[src/hw/ctn_pkg.sv]
/*
 * Shared definitions for the CTN memory path: address map, RAM sizes,
 * power-on constants, the address union and the request/response structs
 */
`default_nettype none

package ctn_pkg;

  //////////////////////////////////////////////////////////////////////
  // Address map and sizes
  //////////////////////////////////////////////////////////////////////

  localparam logic [31:0] CtnBaseAddr  = 32'h4000_0000;
  localparam logic [31:0] RamOffset    = 32'h0010_0000;  // RAM window inside CTN space
  localparam int          RamSizeBytes = 1024;
  localparam int          RamDepth     = 256;            // Words
  localparam int          DataWidth    = 32;
  localparam int          MaskWidth    = 4;
  localparam int          ByteWidth    = DataWidth / MaskWidth;
  localparam int          AddrWidth    = 32;

  // Address split derived from the window size
  localparam int RamAddrBits = $clog2(RamSizeBytes);
  localparam int OffWidth    = $clog2(MaskWidth);
  localparam int IdxWidth    = $clog2(RamDepth);
  localparam int TagWidth    = AddrWidth - RamAddrBits;

  // Upper address bits every RAM access must carry
  localparam logic [TagWidth-1:0] RamTag =
      TagWidth'((CtnBaseAddr + RamOffset) >> RamAddrBits);

  // Power-on sequencer
  localparam int PorSatCount = 15;
  localparam int PorCntWidth = $clog2(PorSatCount + 1);

  //////////////////////////////////////////////////////////////////////
  // Types
  //////////////////////////////////////////////////////////////////////

  typedef struct packed {
    logic [TagWidth-1:0] tag;  // Window tag
    logic [IdxWidth-1:0] idx;  // Word index
    logic [OffWidth-1:0] off;  // Byte inside the word
  } ctn_addr_fields_t;

  // Same address word, seen whole or split
  typedef union packed {
    logic [AddrWidth-1:0] raw;
    ctn_addr_fields_t     fields;
  } ctn_addr_u;

  // Request from the CTN port
  typedef struct packed {
    logic                 valid;
    logic                 write;
    ctn_addr_u            addr;
    logic [MaskWidth-1:0] mask;
    logic [DataWidth-1:0] wdata;
  } ctn_req_t;

  // Decoded operation towards the RAM
  typedef struct packed {
    logic                 valid;
    logic                 hit;    // Address inside the RAM window
    logic                 write;
    logic [IdxWidth-1:0]  idx;
    logic [MaskWidth-1:0] mask;
    logic [DataWidth-1:0] wdata;
  } ctn_ram_op_t;

  // Response back to the CTN port
  typedef struct packed {
    logic                 valid;
    logic                 write;
    logic                 error;
    logic [DataWidth-1:0] rdata;
  } ctn_rsp_t;

endpackage

`default_nettype wire

[src/hw/ctn_rsp_stage.sv]
/*
 * Third pipeline stage: registered response word with error flag
 */
`timescale 1ns/1ps
`default_nettype none

module ctn_rsp_stage (
  input  wire                           clk_aon,
  input  wire                           rst_n_i,
  input  ctn_pkg::ctn_ram_op_t          op_i,
  input  logic [ctn_pkg::DataWidth-1:0] rdata_i,
  output ctn_pkg::ctn_rsp_t             rsp_o
);

  ctn_pkg::ctn_rsp_t rsp_d;
  ctn_pkg::ctn_rsp_t rsp_q;
  logic              valid_q;

  always_comb begin
    rsp_d.valid = op_i.valid;
    rsp_d.write = op_i.write;
    rsp_d.error = ~op_i.hit;  // Outside the RAM window
    // Data only for read hits, zero for writes and misses
    rsp_d.rdata = (op_i.hit && !op_i.write) ? rdata_i : '0;
  end

  always_ff @(posedge clk_aon or negedge rst_n_i) begin
    if (!rst_n_i) begin
      valid_q <= 1'b0;
    end else begin
      valid_q <= rsp_d.valid;
    end
  end

  always_ff @(posedge clk_aon) begin
    if (rsp_d.valid) begin
      rsp_q <= rsp_d;
    end
  end

  always_comb begin
    rsp_o       = rsp_q;
    rsp_o.valid = valid_q;
  end

endmodule

`default_nettype wire

[config.mk]
export PLATFORM = sky130hd
export DESIGN_NAME = ctn_rsp_stage
export DESIGN_NICKNAME = d
export VERILOG_FILES = /design/src/hw/ctn_pkg.sv /design/src/hw/ctn_rsp_stage.sv
export SDC_FILE = /design/constraint.sdc
export NUM_CORES = 1
export LEC_CHECK = 0
export BUFFER_PORTS_ARGS = -buffer_cell sky130_fd_sc_hd__buf_4
export CORE_MARGIN = 1
export CORE_UTILIZATION = 37
export DETAILED_ROUTE_END_ITERATION = 10
export PLACE_DENSITY = 0.85
export SYNTH_ARGS = -nofsm -noshare
export SYNTH_HDL_FRONTEND = slang
export SYNTH_SLANG_ARGS = --single-unit
export TNS_END_PERCENT = 30
[constraint.sdc]
create_clock -name clk_aon -period 0.8 [get_ports clk_aon]
set_input_delay 0.12 -clock clk_aon [delete_from_list [all_inputs] [get_ports clk_aon]]
set_output_delay 0.12 -clock clk_aon [all_outputs]
set_load 0.02 [all_outputs]
==> results.toml <==
[status]
status = "complete, but fails checks"
violations = "setup timing"

[pwr]
p_clk_frac = 0.349
leakagePower_nw = 1.04
power.internal_mw = 3.57
combPwrFrac = 0.160
netSwitchingFraction = 0.208
peakVddDrop_v = 0.000802
p_per_area_nw_per_um2 = 2030
seqPwrFrac = 0.492
power.switching_mw = 0.937
finalPower_mw = 4.51

[worst_setup_path]
cp.required_ns = 0.68
arrival_ns = 0.82
path_buf_inv = 1
startpoint_type = "flop"
crit_chain = "buf_6"
crit_slowest_cell = "edfxtp_1"
max_stage_delay_ns = 0.40
cp_top_family = "flip-flops"
crit_path_max_fanout = 1
endpoint_kind = "output port"
crit_type = "flop to output port"

[final_layout]
fin_nets = 230
area_growth_pct = 62.3
drive_above_1_share = 0.540
num_antenna_cells = 0
final_cell_area_um2 = 2220

[die]
core_um2 = 3440
die_w_um = 62.8
placementRows = 21
die_area_um2 = 3940
pin_count = 116
start_util = 0.397
die_y_um = 62.8

[route]
dr.pass1.iters = 2
drcViolationCount = 0
final_antenna_net_count = 0
vias = 879
routed_wl_um = 2620
wl_per_cell_um = 13.4
vias_per_cell = 4.48
drt_iter0_drc = 15

[placement]
gp_congestion = 0.673
dpl-instance-area_um2 = 1960
pre_cts_ws_ns = -0.0429
port_buffers = 71

[sta]
hold_viol_final = 0
fin_crit_ns = 0.944
fmax_mhz = 1060
timing.final.ws_setup_ns = -0.144
totalNegativeSetupSlack_ns = -4.18
setup_viol = 35
slew_violations = 0
grt_setup_unrepaired = "yes"
tightest_slew_ns = 0.255
period_share = 1.18
slew-limit-headroom = 0.830

[grt]
grt_max_degree = 34
antenna_found_initial = 0
overflow = 0
grt_pass1_vias = 914
grt_use_total = 0.142
grt_pass1_wl_um = 4270

[clock_tree]
numCtsBuffers = 5
htree_levels = 2
clockBufferDepth = 2
cts_tree = "done"
cts_sinks = 35
post_cts_buffers = 0
cts_root_buf = "clkbuf_8"
path_clk_slew_ns = 0.07

[min_path]
whs_path_depth = 2
hold-path-endpoint = "rsp_o[8]"
min-delay-start = "rdata_i[8]"
hold_class = "primary input to flop"

[yosys]
synth-seq-cells = 35
ys_types = 6
syn_area_per_cell_um2 = 18.2
synth.cell_area_um2 = 1370
yosys_warnings = 0
postSynthCellCount = 75
syn_nets = 156
seq_area_frac_synth = 0.765

[job]
drv_cap = 0
-- repair_timing --
action,in CTS,in global routing
gates resized for setup,30,5
endpoints found under the hold margin,1,0
endpoints found under the setup margin,35,35
pin swaps,0,0
hold buffers,1,0
-- Yosys cell counts --
cell type | number | area share
edfxtp_1 | 34 | 0.75
inv_1 | 1 | 0.0027
dfrtp_1 | 1 | 0.018
buf_2 | 6 | 0.022
and3b_1 | 32 | 0.20
buf_4 | 1 | 0.0055
-- cells by family (layout without fill, tap and decap cells) --
group | after synthesis | in the layout | share of synthesized area
AND/OR/NAND/NOR | 32 | 32 | 0.205
buffers and inverters | 8 | 83 | 0.0302
flip-flops | 35 | 35 | 0.765
-- worst max path at each step --
stage | from | end | slack (ns) | depth (start not counted)
2_1_floorplan | op_i[45] | rsp_o[19] | 0.13 | 2
3_3_place_gp | op_i[44] | rsp_o[12] | -0.02 | 2
3_5_place_dp | op_i[44] | rsp_o[30] | -0.04 | 2
4_1_cts | rsp_o[32] | rsp_o[32] | -0.16 | 1
5_1_grt | rsp_o[8] | rsp_o[8] | -0.18 | 1
6_report | rsp_o[32] | rsp_o[32] | -0.14 | 1
-- power by group through the flow --
stage	Combinational (mW)	Sequential, mW	Clock [mW]
finish	0.720	2.22	1.57
floorplan	0.0942	2.40	0
detailed placement	0.648	2.23	0
global route	0.759	2.23	1.69
global placement	0.637	2.22	0
CTS	0.716	2.21	1.61
-- state kept, by name, summed over array words and instances, names as in the netlist --
signal and count:
rsp_o 34, valid_q 1
-- cell usage in the layout, fill, tap and decap left out --
cell	synthesis	routed
buf_4	1	36
buf_12	0	2
dfrtp_1	1	1
edfxtp_1	34	34
clkbuf_8	0	6
buf_6	0	35
bufinv_16	0	1
clkinv_2	0	1
and3b_1	32	32
inv_1	1	1
dlygate4sd3_1	0	1
-- per-stage QoR --
stage / hold slack, ns / instances / utilization
3_5_place_dp: -0.102 / 187 / 0.570
6_report: 0.154 / 196 / 0.645
3_3_place_gp: -0.104 / 187 / 0.570
4_1_cts: 0.144 / 196 / 0.639
2_1_floorplan: -0.176 / 75 / -
5_1_grt: 0.140 / 196 / 0.645
-- layer usage --
metal | vias up | global-route usage | part of all wire
met3 | 2 | 0.0420 | 0.054
met1 | 400 | 0.158 | 0.39
li1 | 431 | - | -
met4 | 0 | 0.0610 | 0.010
met2 | 46 | 0.251 | 0.54
met5 | - | 0 | 0
-- final cells by class --
| type | count | area [µm²] |
|---|---|---|
| Clock buffer | 6 | 82.6 |
| Clock inverter | 2 | 35.0 |
| Fill cell | 261 | 1220 |
| Inverter | 1 | 3.75 |
| Multi-Input combinational cell | 32 | 280 |
| Sequential cell | 35 | 1050 |
| Tap cell | 46 | 57.6 |
| Timing Repair Buffer | 74 | 714 |
No activity file was read; power rests on OpenSTA's default activity.
