`src/hw/ctn_pkg.sv`:
```
/*
 * Shared definitions for the CTN memory path: address map, RAM sizes,
 * power-on constants, the address union and the request/response structs
 */
`default_nettype none

package ctn_pkg;

  //////////////////////////////////////////////////////////////////////
  // Address map and sizes
  //////////////////////////////////////////////////////////////////////

  localparam logic [31:0] CtnBaseAddr  = 32'h4000_0000;
  localparam logic [31:0] RamOffset    = 32'h0010_0000;  // RAM window inside CTN space
  localparam int          RamSizeBytes = 1024;
  localparam int          RamDepth     = 256;            // Words
  localparam int          DataWidth    = 32;
  localparam int          MaskWidth    = 4;
  localparam int          ByteWidth    = DataWidth / MaskWidth;
  localparam int          AddrWidth    = 32;

  // Address split derived from the window size
  localparam int RamAddrBits = $clog2(RamSizeBytes);
  localparam int OffWidth    = $clog2(MaskWidth);
  localparam int IdxWidth    = $clog2(RamDepth);
  localparam int TagWidth    = AddrWidth - RamAddrBits;

  // Upper address bits every RAM access must carry
  localparam logic [TagWidth-1:0] RamTag =
      TagWidth'((CtnBaseAddr + RamOffset) >> RamAddrBits);

  // Power-on sequencer
  localparam int PorSatCount = 15;
  localparam int PorCntWidth = $clog2(PorSatCount + 1);

  //////////////////////////////////////////////////////////////////////
  // Types
  //////////////////////////////////////////////////////////////////////

  typedef struct packed {
    logic [TagWidth-1:0] tag;  // Window tag
    logic [IdxWidth-1:0] idx;  // Word index
    logic [OffWidth-1:0] off;  // Byte inside the word
  } ctn_addr_fields_t;

  // Same address word, seen whole or split
  typedef union packed {
    logic [AddrWidth-1:0] raw;
    ctn_addr_fields_t     fields;
  } ctn_addr_u;

  // Request from the CTN port
  typedef struct packed {
    logic                 valid;
    logic                 write;
    ctn_addr_u            addr;
    logic [MaskWidth-1:0] mask;
    logic [DataWidth-1:0] wdata;
  } ctn_req_t;

  // Decoded operation towards the RAM
  typedef struct packed {
    logic                 valid;
    logic                 hit;    // Address inside the RAM window
    logic                 write;
    logic [IdxWidth-1:0]  idx;
    logic [MaskWidth-1:0] mask;
    logic [DataWidth-1:0] wdata;
  } ctn_ram_op_t;

  // Response back to the CTN port
  typedef struct packed {
    logic                 valid;
    logic                 write;
    logic                 error;
    logic [DataWidth-1:0] rdata;
  } ctn_rsp_t;

endpackage

`default_nettype wire

```
`src/hw/ctn_req_decode.sv`:
```
/*
 * First pipeline stage: window check on the incoming request and
 * registered operation towards the RAM
 */
`timescale 1ns/1ps
`default_nettype none

module ctn_req_decode (
  input  wire                  clk_aon,
  input  wire                  rst_n_i,
  input  logic                 ready_i,
  input  ctn_pkg::ctn_req_t    req_i,
  output ctn_pkg::ctn_ram_op_t op_o
);

  ctn_pkg::ctn_ram_op_t op_d;
  ctn_pkg::ctn_ram_op_t op_q;
  logic                 valid_q;

  //////////////////////////////////////////////////////////////////////
  // Decode
  //////////////////////////////////////////////////////////////////////

  always_comb begin
    op_d.valid = req_i.valid & ready_i;  // Nothing enters before power-on is done
    op_d.hit   = (req_i.addr.fields.tag == ctn_pkg::RamTag);
    op_d.write = req_i.write;
    op_d.idx   = req_i.addr.fields.idx;
    op_d.mask  = req_i.mask;
    op_d.wdata = req_i.wdata;
  end

  //////////////////////////////////////////////////////////////////////
  // Input pipeline register
  //////////////////////////////////////////////////////////////////////

  always_ff @(posedge clk_aon or negedge rst_n_i) begin
    if (!rst_n_i) begin
      valid_q <= 1'b0;
    end else begin
      valid_q <= op_d.valid;
    end
  end

  // Payload only loads with a live request
  always_ff @(posedge clk_aon) begin
    if (op_d.valid) begin
      op_q <= op_d;
    end
  end

  always_comb begin
    op_o       = op_q;
    op_o.valid = valid_q;
  end

endmodule

`default_nettype wire

```
`config.mk`:
```
export PLATFORM = sky130hd
export DESIGN_NAME = ctn_req_decode
export DESIGN_NICKNAME = d
export VERILOG_FILES = /design/src/hw/ctn_pkg.sv /design/src/hw/ctn_req_decode.sv
export SDC_FILE = /design/constraint.sdc
export NUM_CORES = 1
export LEC_CHECK = 0
export ABC_CLOCK_PERIOD_IN_PS = 800
export BUFFER_PORTS_ARGS = -buffer_cell sky130_fd_sc_hd__buf_2
export CAP_MARGIN = 20
export CORE_MARGIN = 5
export CORE_UTILIZATION = 38
export CTS_CLUSTER_DIAMETER = 100
export DETAILED_ROUTE_END_ITERATION = 8
export GPL_TIMING_DRIVEN = 1
export PLACE_DENSITY = 0.79
export SYNTH_ARGS = -nofsm -noshare
export SYNTH_HDL_FRONTEND = slang
export SYNTH_SLANG_ARGS = --single-unit
```
`constraint.sdc`:
```
create_clock -name clk_aon -period 0.8 [get_ports clk_aon]
set_input_delay 0.12 -clock clk_aon [delete_from_list [all_inputs] [get_ports clk_aon]]
set_output_delay 0.12 -clock clk_aon [all_outputs]
set_load 0.03 [all_outputs]
```
==> results.md <==
- # IOs: 120
- Mapped Cells: 56
- FF+latch area: 0.00141 sq mm
- Mapped Nets: 129
- Max Clk Rate: 970 MHz
- Largest net degree at the start of global routing: 22
- Yosys top cell by area: edfxtp_1
- WL final: 5760 microns
- Vias after detailed routing: 1291
- # fillers: 187
- Final period utilization: 129%
- Crit path max fanout: 1
- Synth area leaders: edfxtp_1, dfrtp_1, nor4_1
- Delay-heaviest family, CP: flip-flops
- Routed len/inst: 20.9 microns
- CP Launch Point: op_o[24]
- Worst-path clk slew: 90 ps
- DP Wirelength: 3100 microns
- First-pass DRT Iterations: 4
- Worst setup SP type: register
- Initial core utilization: 39.7%
- DR iter-0 viols: 61
- Vias per inst: 4.68
- Count of cell types in the netlist: 9
- Total Neg Setup Slack: -8300 ps
- Pleak: 1.29 nW
- Nets: 300
- Number of global-route vias before repair: 1456
- Core Util, Final: 82.3%
- Slew @ Worst Pin: 280 ps
- Area growth syn-to-layout: 107%
- Internal power: 4.41 mW
- H-tree depth: 2
- Fin. Hold Viols: 0
- Sequential area share after synthesis: 95.3%
- Clock power frac: 30.1%
- CTS tree: yes
- Synth warnings: 0
- Final instance area: 0.00306 sq mm
- DR DRC count: 0
- Worst Setup EP: op_o[24]
- Critical Path Max Stage Delay: 430 ps
- Die height: 72.3 microns
- Count of cell instances traversed by the critical path: 1
- Initial antenna violation count: 0
- Final setup violation count: 48
- Slowest CP cell: edfxtp_1
- Placement Cell Area: 0.00218 sq mm
- Clock tree buffer depth: 2
- TritonCTS Buffers: 5
- Critical-path cell list: buf_6
- Synth top area share: 93.6%
- Pre-CTS setup slack: -364 ps
- First-pass GRT wire length: 7810 microns
- Die Footprint: 0.00523 sq mm
- Port-buffer cells: 117
- Grt total ovfl: 0
- Pwr dens: 1920 mW/mm^2
- Syn_area_per_cell: 26.4 sq um
- DIE WIDTH: 72.3 microns
- Antenna Nets Post-Route: 0
- Logic gate share of total power: 19.3%
- Worst setup path class: register to primary output
- RSZ-0062 raised after global routing: yes
- Worst path bufs/invs: 1
- Min Tclk post-route: 1030 ps
- Flop pwr share: 50.5%
- Routability-driven placement congestion ratio: 0.677
- Worst hold path type: primary input to register
- Worst path required time: 680 ps
- Commonest non-fill, non-tap cell in the layout: buf_2
- Power Total: 5.87 mW
- Worst Hold Launch: req_i[12]
- Core Box Area: 0.00372 sq mm
- Rows: 22
- Max_slew headroom: 81.2%
- Maximum vdd drop: 1820 uV
- CP arrival: 910 ps
- Commonest non-fill, non-tap cells in the layout: buf_2, buf_6, edfxtp_1
- Register bit total from synthesis: 47
- Sw power: 1.46 mW
- Max Slew Vio Count: 0
- Status: complete, but fails checks
- Failing checks: setup timing
- Switching share of power: 24.9%
- # Max-Cap Violations: 0
- Clk root buf: clkbuf_8
- GRT Util Overall: 21.3%
- Synth Cell Area: 0.00148 sq mm
- Share of cells above drive strength 1: 59.6%
- Area of the multi-input gates: 93.8 sq um
- Diodes inserted: 0
- Setup crit end kind: primary output
- Fin worst setup slack: -230 ps
- Clock sink count: 47
-- cell usage after synthesis (all sizes together) --
| cell | number |
|---|---|
| nor4b | 2 |
| edfxtp | 46 |
| nand4 | 1 |
| or4 | 1 |
| nor4 | 3 |
| buf | 1 |
| and2 | 1 |
| dfrtp | 1 |
-- per-layer routing --
metal	vias up	GRT usage, %	wire length, microns
li1	571	-	-
met1	614	21.4	1840
met2	99	39.7	3230
met3	7	8.31	629
met4	0	7.31	65
met5	-	0	0
-- worst min-delay path by stage --
stage	endpoint	slack, ps	depth (start not counted)
floorplan	valid_q	-180	0
global placement	valid_q	-110	1
detailed placement	valid_q	-100	1
CTS	op_o[18]	0.4	1
global route	op_o[11]	1	1
finish	op_o[12]	9	1
-- cells by family (layout without fill, tap and decap cells) --
family                 count (synthesis)  after routing  synth area share (%)
and+or+nand+nor                        8              8                  4.24
buffers and inverters                  1            173                 0.509
DFF                                   47             47                  95.3
-- registers in the layout (all words and copies together) (netlist names) --
signal	cells
op_o	46
valid_q	1
-- area by class of cell --
type                    instances  share of cell area (%)
flip-flops and latches         47                    46.0
repair buffers                165                    45.2
multi-input cells               8                    3.07
clock buffers                   5                    2.25
well taps                      48                    1.96
clock inverters                 3                    1.55
-- repair_timing --
| item | CTS | global route |
|---|---|---|
| endpoints found under the setup margin | 48 | 48 |
| gates resized for setup | 95 | 4 |
| hold buffers | 36 | 8 |
| hold endpoints to repair | 36 | 8 |
| setup buffers | 0 | 0 |
-- through the flow --
stage / std cells / hold WS (ps)
6_report: 276 / 9.14
5_1_grt: 276 / 1.30
4_1_cts: 268 / 0.399
3_5_place_dp: 224 / -104
3_3_place_gp: 224 / -105
2_1_floorplan: 56 / -176
-- power by group through the flow --
stage          registers [mW]  logic, mW  clock network, mW
6_report                 2.97       1.14               1.77
5_1_grt                  2.98       1.18               1.91
4_1_cts                  2.96       1.06               1.76
3_5_place_dp             2.98      0.748                  0
3_3_place_gp             2.96      0.730                  0
2_1_floorplan            3.30     0.0528                  0
Power figures use the tool's default switching activity.
