--- src/hw/ctn_pkg.sv ---
/*
 * Shared definitions for the CTN memory path: address map, RAM sizes,
 * power-on constants, the address union and the request/response structs
 */
`default_nettype none

package ctn_pkg;

  //////////////////////////////////////////////////////////////////////
  // Address map and sizes
  //////////////////////////////////////////////////////////////////////

  localparam logic [31:0] CtnBaseAddr  = 32'h4000_0000;
  localparam logic [31:0] RamOffset    = 32'h0010_0000;  // RAM window inside CTN space
  localparam int          RamSizeBytes = 1024;
  localparam int          RamDepth     = 256;            // Words
  localparam int          DataWidth    = 32;
  localparam int          MaskWidth    = 4;
  localparam int          ByteWidth    = DataWidth / MaskWidth;
  localparam int          AddrWidth    = 32;

  // Address split derived from the window size
  localparam int RamAddrBits = $clog2(RamSizeBytes);
  localparam int OffWidth    = $clog2(MaskWidth);
  localparam int IdxWidth    = $clog2(RamDepth);
  localparam int TagWidth    = AddrWidth - RamAddrBits;

  // Upper address bits every RAM access must carry
  localparam logic [TagWidth-1:0] RamTag =
      TagWidth'((CtnBaseAddr + RamOffset) >> RamAddrBits);

  // Power-on sequencer
  localparam int PorSatCount = 15;
  localparam int PorCntWidth = $clog2(PorSatCount + 1);

  //////////////////////////////////////////////////////////////////////
  // Types
  //////////////////////////////////////////////////////////////////////

  typedef struct packed {
    logic [TagWidth-1:0] tag;  // Window tag
    logic [IdxWidth-1:0] idx;  // Word index
    logic [OffWidth-1:0] off;  // Byte inside the word
  } ctn_addr_fields_t;

  // Same address word, seen whole or split
  typedef union packed {
    logic [AddrWidth-1:0] raw;
    ctn_addr_fields_t     fields;
  } ctn_addr_u;

  // Request from the CTN port
  typedef struct packed {
    logic                 valid;
    logic                 write;
    ctn_addr_u            addr;
    logic [MaskWidth-1:0] mask;
    logic [DataWidth-1:0] wdata;
  } ctn_req_t;

  // Decoded operation towards the RAM
  typedef struct packed {
    logic                 valid;
    logic                 hit;    // Address inside the RAM window
    logic                 write;
    logic [IdxWidth-1:0]  idx;
    logic [MaskWidth-1:0] mask;
    logic [DataWidth-1:0] wdata;
  } ctn_ram_op_t;

  // Response back to the CTN port
  typedef struct packed {
    logic                 valid;
    logic                 write;
    logic                 error;
    logic [DataWidth-1:0] rdata;
  } ctn_rsp_t;

endpackage

`default_nettype wire

--- src/hw/ctn_por_seq.sv ---
/*
 * Fake power-on sequencer: saturating counter, supply-good pattern
 * and the ready level that releases the memory path
 */
`timescale 1ns/1ps
`default_nettype none

module ctn_por_seq (
  input  wire  clk_aon,
  input  wire  rst_n_i,
  output logic supply_ok_o,
  output logic ready_o
);

  localparam logic [ctn_pkg::PorCntWidth-1:0] SatVal =
      ctn_pkg::PorCntWidth'(ctn_pkg::PorSatCount);

  logic [ctn_pkg::PorCntWidth-1:0] cnt_q;

  // Count up once per edge, then hold
  always_ff @(posedge clk_aon or negedge rst_n_i) begin
    if (!rst_n_i) begin
      cnt_q <= '0;
    end else if (cnt_q != SatVal) begin
      cnt_q <= cnt_q + 1'b1;
    end
  end

  // Supply dips once before it settles
  always_comb begin
    if (cnt_q < 4'd4) begin
      supply_ok_o = 1'b0;
    end else if (cnt_q < 4'd8) begin
      supply_ok_o = 1'b1;      // First, short good phase
    end else if (cnt_q < 4'd12) begin
      supply_ok_o = 1'b0;
    end else begin
      supply_ok_o = 1'b1;
    end
  end

  assign ready_o = (cnt_q == SatVal);  // Sticky, counter never leaves saturation

endmodule

`default_nettype wire

--- config.mk ---
export PLATFORM = sky130hd
export DESIGN_NAME = ctn_por_seq
export DESIGN_NICKNAME = d
export VERILOG_FILES = /design/src/hw/ctn_pkg.sv /design/src/hw/ctn_por_seq.sv
export SDC_FILE = /design/constraint.sdc
export NUM_CORES = 1
export LEC_CHECK = 0
export ABC_AREA = 1
export ABC_CLOCK_PERIOD_IN_PS = 2200
export BUFFER_PORTS_ARGS = -buffer_cell sky130_fd_sc_hd__clkbuf_2
export CAP_MARGIN = 40
export CELL_PAD_IN_SITES_DETAIL_PLACEMENT = 1
export CELL_PAD_IN_SITES_GLOBAL_PLACEMENT = 1
export CORE_AREA = 2 2 39 41
export DETAILED_ROUTE_END_ITERATION = 7
export DIE_AREA = 0 0 41 43
export GPL_TIMING_DRIVEN = 0
export PLACE_DENSITY_LB_ADDON = 0.1
export SLEW_MARGIN = 20
export SYNTH_ARGS = -nofsm -noshare
export SYNTH_HDL_FRONTEND = slang
export SYNTH_SLANG_ARGS = --single-unit
--- constraint.sdc ---
create_clock -name clk_aon -period 2.2 [get_ports clk_aon]
set_input_delay 0.44 -clock clk_aon [delete_from_list [all_inputs] [get_ports clk_aon]]
set_output_delay 0.44 -clock clk_aon [all_outputs]
set_load 0.1 [all_outputs]
==> summary.md <==
| Metric | Value |
|---|---|
| Peak supply drop | 0.318 mV |
| Overflow after GRT | 0 |
| Status | completed |
| Slew headroom | between 60% and 70% |
| Mux contribution to synthesized area | 0% |
| Post-Route WL | between 400 and 500 um |
| Register area share after synthesis | 47.9% |
| Num CTS Buffers | 3 |
| Adder-Cell Fraction of Synth Area | 5.99% |
| Syn Area/Cell | 7.74 um2 |
| Synthesized area | 209 um2 |
| CP Capture Type | output pin |
| Post-layout util | 20.0% |
| Unrepaired setup endpoints after global routing | false |
| Worst skew pair latency | 0.24 ns |
| H-tree depth | 1 |
| Final Cell Area | approximately 280 um2 |
| GP Congestion | 0.608 |
| Biggest regs | cnt_q: 4 flops |
| Hold Violations, Final | 0 |
| Sw frac | a little under a fifth |
| Post-route ant nets | 0 |
| Setup CP Type | flip-flop to output pin |
| Synth area leader | dfrtp_1 |
| Vias in the first global route | 200 |
| Hold WS | between 0.5 and 0.6 ns |
| First-pass GRT wire length | 752 um |
| Area after DPL | 244 um2 |
| Drt via density | 3.80 |
| Most common cell after layout, fill and taps aside | nand2_1 |
| Drt initial violations | 4 |
| P_int | 137 uW |
| Slew @ Worst Pin | 0.540 ns |
| Cell Pwr Density | a little over 600 nW/um2 |
| CTS tree | yes |
| YS warnings | 0 |
| Commonest non-fill, non-tap cells in the layout | nand2_1 (11), dfrtp_1 (4), inv_1 (3), clkbuf_4 (3), clkbuf_2 (3) |
| Cells after synthesis | 27 |
| Synth Area in Compound Gates | 2.40% |
| Die width | 41 um |
| Top reg by flops | cnt_q |
| Clock power share | 53.8% |
| Final setup fails | 0 |
| Final worst path period share | roughly 90% |
| Total die area | 1760 um2 |
| Largest cells by area after synthesis | dfrtp_1 (48%), nand2_1 (20%), ha_1 (6.0%) |
| Crit Path Max Fanout | 4 |
| Share of the synthesized area in the top cell type | 47.9% |
| CTS root buf | clkbuf_4 |
| F_max | 0.508 GHz |
| Nets@finish | 39 |
| Lkg Pwr | ~0.00015 uW |
| Clock sink total | 4 |
| Combinational family with the most area after synthesis | simple AND/OR/NAND/NOR gates |
| Area Growth Syn to Fin | 32.3% |
| DRC | 0 |
| Post-DR wirelength/cell | 8.94 um |
| Port bufs | 3 |
| Antenna violations before repair | 0 |
| Sw Pwr | 30.7 uW |
| Worst EP arrival | 1.53 ns |
| Setup Fix Bufs, Post-CTS | 0 |
| Clock transition at the registers of the reported paths | 0.04 ns |
| DRT Pass-1 Iters | 2 |
| Worst endpoint required time | about 1.8 ns |
| Max reg flops | 4 |
| Largest net degree at the start of global routing | 7 |
| Crit path time final | roughly 2.0 ns |
| Starting Density | 15.1% |
| Post-Syn Nets | 30 |
| Clock Skews | 0.00655 ns |
| CORE AREA | 1380 um2 |
| Max cap viols | 0 |
| Simple-gate share of the synthesized area | 36.5% |
| Worst Hold Class | flip-flop to flip-flop |
| Combinational power share | approximately 2.0% |
| IO Count | 4 |
| Synth cell types | 10 |
| Global-route usage over all layers | a little under 7% |
| Die height | 43 um |
| Seq pwr share | 44.2% |
| Layout cells sized above 1 | 23.5% |
| #FFs+latches synth | 4 |
| Rows | 14 |
| ANT cells | 0 |
| Final Max Tran Viols | 0 |
| Startpoint types | flip-flop |
| XOR/XNOR Fraction of Synth Area | 0% |
| Via count | 190 |
| Final setup TNS | 0 ns |
| Clock buffer depth | 2 |
| Fillcell total | 173 |
==> synthesized netlist by cell type <==
master    instances
clkbuf_1          1
dfrtp_1           4
ha_1              1
inv_1             3
nand2_1          11
nand2_2           1
nand3_1           2
nor2_1            2
nor2_4            1
o21ai_0           1
==> metrics by stage <==
stage	power, uW	cells	setup slack [ns]
after floorplan	74.9	27	0.499
after global placement	77.0	46	0.483
after detailed placement	77.0	46	0.467
after CTS	172	50	0.214
after global routing	178	50	0.146
final	167	50	0.232
==> routing by layer <==
layer | GRT usage (%) | up-vias | share of wire (%)
met5 | 0 | - | 0
met4 | 2.00 | 0 | 0
met3 | 6.28 | 0 | 7.6
met2 | 8.75 | 5 | 46
met1 | 7.82 | 89 | 46
li1 | - | 96 | -
==> cell type report <==
class	instances	area, um2	share of cell area [%]
Buffer	1	3.75	1.36
Clock buffer	3	22.5	8.14
Inverter	3	11.3	4.07
Multi-Input combinational cell	19	93.8	33.9
Sequential cell	4	100	36.2
Tap cell	16	20.0	7.24
Timing Repair Buffer	4	25.0	9.05
==> power groups by stage <==
| stage | clock network, uW | logic, uW | registers [uW] |
|---|---|---|---|
| after global routing | 101 | 3.94 | 73.9 |
| after global placement | 0 | 2.06 | 74.9 |
| after CTS | 94.9 | 3.53 | 74.0 |
| final | 90.1 | 3.37 | 74.0 |
| after floorplan | 0 | 0.0000890 | 74.9 |
| after detailed placement | 0 | 2.06 | 74.9 |
==> timing repair <==
| action | CTS | global route |
|---|---|---|
| gates resized for setup | 0 | 0 |
| hold buffers | 1 | 0 |
| endpoints found under the hold margin | 2 | 0 |
==> worst max-delay path, stage by stage (launching register included) <==
cell and delay (ns):
dfrtp_1 0.39, ha_1 0.23, nand2_2 0.10, nor2_4 0.11
clkbuf_2 0.46
==> path summary, 6_finish.rpt <==
check / startpoint / end / slack [ns] / depth (start not counted)
max: cnt_q[0] / ready_o / 0.23 / 4
min: cnt_q[3] / cnt_q[3] / 0.54 / 2
max reg2reg: cnt_q[0] / cnt_q[3] / 1.15 / 5
min reg2reg: cnt_q[3] / cnt_q[3] / 0.54 / 2
max in group asynchronous: rst_n_i / cnt_q[0] / 1.52 / 2
min in group asynchronous: rst_n_i / cnt_q[2] / 0.55 / 2
==> kinds of logic after synthesis <==
logic type | after synthesis
flops | 4
buf+inv | 4
fa+ha+maj | 1
compound gates | 1
simple gates | 17
Power figures use the tool's default switching activity.
